===== config.mk =====
export PLATFORM = sky130hd
export DESIGN_NAME = store_addrgen
export DESIGN_NICKNAME = d
export VERILOG_FILES = /design/src/vec_pkg.sv /design/src/mem_pkg.sv /design/src/store_addrgen.sv
export SDC_FILE = /design/constraint.sdc
export NUM_CORES = 1
export LEC_CHECK = 0
export BUFFER_PORTS_ARGS = -buffer_cell sky130_fd_sc_hd__buf_2
export CORE_MARGIN = 8
export CORE_UTILIZATION = 25
export DETAILED_ROUTE_END_ITERATION = 8
export GPL_ROUTABILITY_DRIVEN = 0
export PLACE_DENSITY = 0.63
export SLEW_MARGIN = 5
export SYNTH_ARGS = -nofsm -noshare
export SYNTH_HDL_FRONTEND = slang
export SYNTH_SLANG_ARGS = --single-unit

===== constraint.sdc =====
create_clock -name clk_i -period 4.18 [get_ports clk_i]
set_input_delay 0.209 -clock clk_i [delete_from_list [all_inputs] [get_ports clk_i]]
set_output_delay 0.209 -clock clk_i [all_outputs]
set_load 0.02 [all_outputs]

===== src/vec_pkg.sv =====
/*
  Vector side constants and types for the store unit
  Lane count and queue depth must be powers of two
  One 64-bit operand word per lane and handshake
*/
package vec_pkg;

  // Lanes and instruction queue
  localparam int unsigned NrLanes       = 2;
  localparam int unsigned QueueDepth    = 4;
  localparam int unsigned QueuePntWidth = $clog2(QueueDepth);
  localparam int unsigned QueueCntWidth = QueuePntWidth + 1;

  // Instruction ids and running mask
  localparam int unsigned IdWidth = 3;
  localparam int unsigned NrIds   = 1 << IdWidth;

  // Vector length limits
  localparam int unsigned MaxVl   = 32;
  localparam int unsigned VlWidth = 6;

  // Operand word per lane, and the full word over all lanes
  localparam int unsigned ElemWidthBits   = 64;
  localparam int unsigned WordBytes       = NrLanes * ElemWidthBits / 8;
  localparam int unsigned WordPntWidth    = $clog2(WordBytes);
  // Enough for MaxVl elements of 8 bytes
  localparam int unsigned TotalBytesWidth = VlWidth + 3;

  typedef logic [IdWidth-1:0]         id_t;
  typedef logic [VlWidth-1:0]         vl_t;
  typedef logic [TotalBytesWidth-1:0] bytes_t;
  typedef logic [WordPntWidth-1:0]    word_pnt_t;

  // Element width, an element takes 2**vew bytes
  typedef enum logic [1:0] {
    EW8  = 2'd0,
    EW16 = 2'd1,
    EW32 = 2'd2,
    EW64 = 2'd3
  } vew_e;

  // Target functional unit of a request
  typedef enum logic [1:0] {
    VFU_NONE  = 2'd0,
    VFU_ALU   = 2'd1,
    VFU_LOAD  = 2'd2,
    VFU_STORE = 2'd3
  } vfu_e;

endpackage


===== src/mem_pkg.sv =====
/*
  Memory side constants and types for the simplified write channel
  Bursts are incremental with full 8-byte beats
*/
package mem_pkg;

  localparam int unsigned AddrWidth   = 32;
  localparam int unsigned BeatBytes   = 8;
  localparam int unsigned BeatWidth   = BeatBytes * 8;
  localparam int unsigned BeatOffWidth = $clog2(BeatBytes);
  localparam int unsigned StrbWidth   = BeatBytes;
  // Holds the number of beats minus one
  localparam int unsigned LenWidth    = 8;

  typedef logic [AddrWidth-1:0] addr_t;
  typedef logic [BeatWidth-1:0] beat_t;
  typedef logic [StrbWidth-1:0] strb_t;
  typedef logic [LenWidth-1:0]  len_t;

endpackage


===== src/store_addrgen.sv =====
/*
  One write address request per issue-head store
  Base address must be aligned to the 8-byte beat, vl must be nonzero
  Bursts are not split at 4 KiB boundaries
*/
`timescale 1ns/100ps

module store_addrgen (
  input  logic           clk_i,
  input  logic           rst_ni,
  input  logic           issue_valid_i,
  input  vec_pkg::vl_t   issue_vl_i,
  input  vec_pkg::vew_e  issue_vsew_i,
  input  mem_pkg::addr_t issue_addr_i,
  input  logic           issue_done_i,
  output logic           aw_valid_o,
  input  logic           aw_ready_i,
  output mem_pkg::addr_t aw_addr_o,
  output mem_pkg::len_t  aw_len_o,
  output logic           burst_valid_o,
  output mem_pkg::len_t  burst_len_o
);

  vec_pkg::bytes_t total_bytes;
  mem_pkg::len_t   nr_beats;
  logic            aw_sent_q;

  // Bytes of the store, rounded up to whole beats
  assign total_bytes = vec_pkg::bytes_t'(issue_vl_i) << issue_vsew_i;
  assign nr_beats    = mem_pkg::len_t'(total_bytes >> mem_pkg::BeatOffWidth) +
                       mem_pkg::len_t'(|total_bytes[mem_pkg::BeatOffWidth-1:0]);

  // Burst stays open from the AW handshake to the last W beat
  assign burst_valid_o = aw_sent_q;
  assign burst_len_o   = aw_len_o;

  always_ff @(posedge clk_i or negedge rst_ni) begin
    if (!rst_ni) begin
      aw_valid_o <= 1'b0;
      aw_sent_q  <= 1'b0;
    end else begin
      if (aw_valid_o && aw_ready_i) begin
        aw_valid_o <= 1'b0;
        aw_sent_q  <= 1'b1;
      end else if (issue_valid_i && !aw_valid_o && !aw_sent_q) begin
        aw_valid_o <= 1'b1;
      end
      // Closes the burst and frees the generator for the next head
      if (issue_done_i) begin
        aw_sent_q <= 1'b0;
      end
    end
  end

  // Payload captured when the request rises, then held until the next one
  always_ff @(posedge clk_i) begin
    if (issue_valid_i && !aw_valid_o && !aw_sent_q) begin
      aw_addr_o <= issue_addr_i;
      aw_len_o  <= nr_beats - 1'b1;
    end
  end

endmodule


==> metrics.log <==
[metrics] Sinks on Clock Net: 42
[metrics] Inserted Clock Buffers: 5
[metrics] half-perimeter wire length after placement: 3350 microns
[metrics] fin nets: 251
[metrics] WHS Endpoint: burst_valid_o
[metrics] n_diodes: 0
[metrics] critical path required time: 4.21 ns
[metrics] maximum number of pins on one net before global-route repair: 41
[metrics] Hold Path Cell Cnt: 2
[metrics] number of hold buffers added after CTS: 1
[metrics] vias per cell: 4.06
[metrics] slack of the worst reg-to-reg path: 2.69 ns
[metrics] Pleak: 1.03 nW
[metrics] kind of critical path: in2reg
[metrics] total power: 0.00103 W
[metrics] H-tree levels: 2
[metrics] top flip-flop cell by instance count after synthesis: sky130_fd_sc_hd__edfxtp_1
[metrics] antenna violations before repair: 0
[metrics] largest cells by area after synthesis: sky130_fd_sc_hd__edfxtp_1 (69%), sky130_fd_sc_hd__buf_4 (3.9%), sky130_fd_sc_hd__dfrtp_1 (2.9%)
[metrics] drt wl/cell: 14.0 microns
[metrics] die height: 99.7 microns
[metrics] Iter 0 DRT Violations: 46
[metrics] average size of a mapped cell: 15.5 sq um
[metrics] via count of the first global-routing pass: 1250
[metrics] netlist area before placement: 1750 sq um
[metrics] Final Slew Violations: 0
[metrics] setup clock skew after layout: 0.00805 ns
[metrics] sum of overflow across all layers after global routing: 0
[metrics] buffer cell driving the clock tree root: sky130_fd_sc_hd__clkbuf_8
[metrics] top sig layer: met4
[metrics] maximum vdd ir drop: 147 uV
[metrics] leading cell type in the layout, fill and taps excluded: sky130_fd_sc_hd__buf_2
[metrics] synthesis warning total: 0
[metrics] detailed-routed wire length on met2: 2050 microns
[metrics] synthesis-to-finish area growth: 35.8%
[metrics] setup TNS after final layout: 0 ns
[metrics] input/output buffers: 94
[metrics] deepest clock path buffer count: 2
[metrics] class of the most critical hold timing path: in2reg
[metrics] cells after synthesis: 113
[metrics] areal power density over the cells: 431 nW/um^2
[metrics] total routed wire length on the met1 layer: 1630 microns
[metrics] die footprint: 9950 sq um
[metrics] io pins: 95
[metrics] Final Hold Viols: 0
[metrics] count of flip-flops with a built-in enable after synthesis: 40
[metrics] total length of routed wires: 4210 microns
[metrics] Reg2Reg Launch Point: aw_valid_o
[metrics] Initial Utilization: 25.8%
[metrics] Post-CTS Setup Inserts: 0
[metrics] commonest cells after routing, fill and taps aside: sky130_fd_sc_hd__buf_2 (94), sky130_fd_sc_hd__edfxtp_1 (40), sky130_fd_sc_hd__inv_1 (7)
[metrics] core box area: 6790 sq um
[metrics] detailed route wirelength on metal3: 520 microns
[metrics] drt pass-1 iters: 4
[metrics] final design area excluding fillers: 2380 sq um
[metrics] first-pass GRT wire length: 6320 microns
[metrics] tightest slew margin relative to the limit: 66.2%
[metrics] unrepaired setup endpoints after global routing: false
[metrics] Residual DRC: 0
[metrics] synthesized flop and latch total: 42
[metrics] instance area after placement: 2260 sq um
[metrics] type of origin of the critical path: primary input
[metrics] die outline width: 99.7 microns
[metrics] Arrival @ worst endpoint: 2.38 ns
[metrics] Min Clock Period, post-route: 2.36 ns
[metrics] sequential area share after synthesis: 71.4%
[metrics] routed vias: 1219
[metrics] fraction of post-synthesis cell area in the top cell type by area: 68.5%
[metrics] startpoint of the most critical hold path: issue_done_i
[metrics] clock edge transition at the registers on the reported setup and hold paths: 0.08 ns
[metrics] result of the run: completed
[metrics] measured slew at the worst slew-check pin: 0.507 ns
[metrics] distinct cell type count of the synthesized netlist: 37
[metrics] worst hold slack: 0.0644 ns
[metrics] all-layer global routing usage: 8.04%
[metrics] final setup vio count: 0
[metrics] clock tree from TritonCTS: yes
[metrics] beginning of the critical path: issue_vsew_i[1]
[metrics] Tcrit/Tclk final: 56.4%
[metrics] number of inserted filler cells in the final layout: 659
[metrics] antenna-violating nets left: 0
[metrics] kind of end point of the critical path: flip-flop
[metrics] row count: 30
[metrics] Max Clock Freq: 0.425 GHz
[metrics] FF-to-FF End: aw_addr_o[6]
[metrics] post-synth net total: 161
[metrics] clock insertion delay at the later pin of the skew report: 0.28 ns
[metrics] biggest fanout along the worst timing path: 18
[metrics] proportion of register bits with asynchronous set or reset after synthesis: 4.76%
[metrics] dominant cell type by area after synthesis: sky130_fd_sc_hd__edfxtp_1
[metrics] share of cells above drive strength 1: 52.5%
[metrics] # resized after CTS: 0
[metrics] worst r2r path cells: 2
[metrics] MaxCap Viol Count: 0
==> cell type report <==
type                       count  area, sq um  share of cell area [%]
timing repair buffer          96          488                    20.5
clock buffer                   7         76.3                    3.21
inverter                       7         26.3                    1.10
sequential                    42         1250                    52.6
tap                           96          120                    5.05
multi-input combinational     51          388                    16.3
clock inverter                 1         30.0                    1.26
==> logic make-up after synthesis <==
family	synth area share [%]
flip-flops	71.4
AND/OR/NAND/NOR	7.21
buffers and inverters	6.78
AO/OA/AOI/OAI	7.78
multiplexers	4.21
adder cells (fa/ha/maj)	2.14
XOR/XNOR	0.500
==> state kept, by name (all words and copies together), names as in the netlist <==
name           count
aw_valid_o         1
aw_len_o           8
aw_addr_o         32
burst_valid_o      1
==> worst max-delay path by stage <==
stage	end	slack, ns	depth (start not counted)
after detailed placement	aw_len_o[3]	1.57	7
after floorplan	aw_addr_o[0]	0.14	1
after global placement	aw_len_o[3]	1.64	7
after CTS	aw_len_o[3]	1.89	7
after global routing	aw_len_o[3]	1.69	7
final	aw_len_o[3]	1.82	7
==> metrics by stage <==
step | cells | setup WS (ns) | util (%)
3_3_place_gp | 291 | 1.64 | 33.3
3_5_place_dp | 291 | 1.57 | 33.3
5_1_grt | 300 | 1.69 | 35.0
6_report | 300 | 1.82 | 35.0
2_1_floorplan | 113 | 0.142 | -
4_1_cts | 300 | 1.89 | 35.0
==> where the power goes <==
part | switching [W] | internal (W) | total [W] | leakage, nW
Sequential | 0.0000135 | 0.000515 | 0.000529 | 0.402
Clock | 0.000124 | 0.000179 | 0.000302 | 0.0524
Combinational | 0.000129 | 0.0000659 | 0.000195 | 0.575
==> Yosys cell counts, types with 2 or more instances <==
| cell type | number |
|---|---|
| sky130_fd_sc_hd__a21o_1 | 3 |
| sky130_fd_sc_hd__a21oi_1 | 3 |
| sky130_fd_sc_hd__and2_1 | 2 |
| sky130_fd_sc_hd__buf_2 | 2 |
| sky130_fd_sc_hd__buf_4 | 9 |
| sky130_fd_sc_hd__dfrtp_1 | 2 |
| sky130_fd_sc_hd__edfxtp_1 | 40 |
| sky130_fd_sc_hd__ha_1 | 3 |
| sky130_fd_sc_hd__inv_1 | 7 |
| sky130_fd_sc_hd__mux2_2 | 3 |
| sky130_fd_sc_hd__mux2i_1 | 4 |
| sky130_fd_sc_hd__nand2_1 | 6 |
| sky130_fd_sc_hd__nor2_1 | 3 |
| sky130_fd_sc_hd__o21ai_0 | 3 |
==> per-layer routing <==
layer  global-route usage (%)  vias to the layer above
li1                         -                      593
met1                     8.66                      558
met2                     13.6                       66
met3                     3.84                        2
met4                     2.44                        0
met5                        0                        -
==> worst max-delay path: stages <==
cell	delay, ns
sky130_fd_sc_hd__buf_2	0.28
sky130_fd_sc_hd__mux2_2	0.39
sky130_fd_sc_hd__o21ai_0	0.26
sky130_fd_sc_hd__ha_1	0.32
sky130_fd_sc_hd__or4bb_1	0.54
sky130_fd_sc_hd__a211o_1	0.27
sky130_fd_sc_hd__o311a_1	0.11
Note: power is estimated with default switching activity, not from simulation.
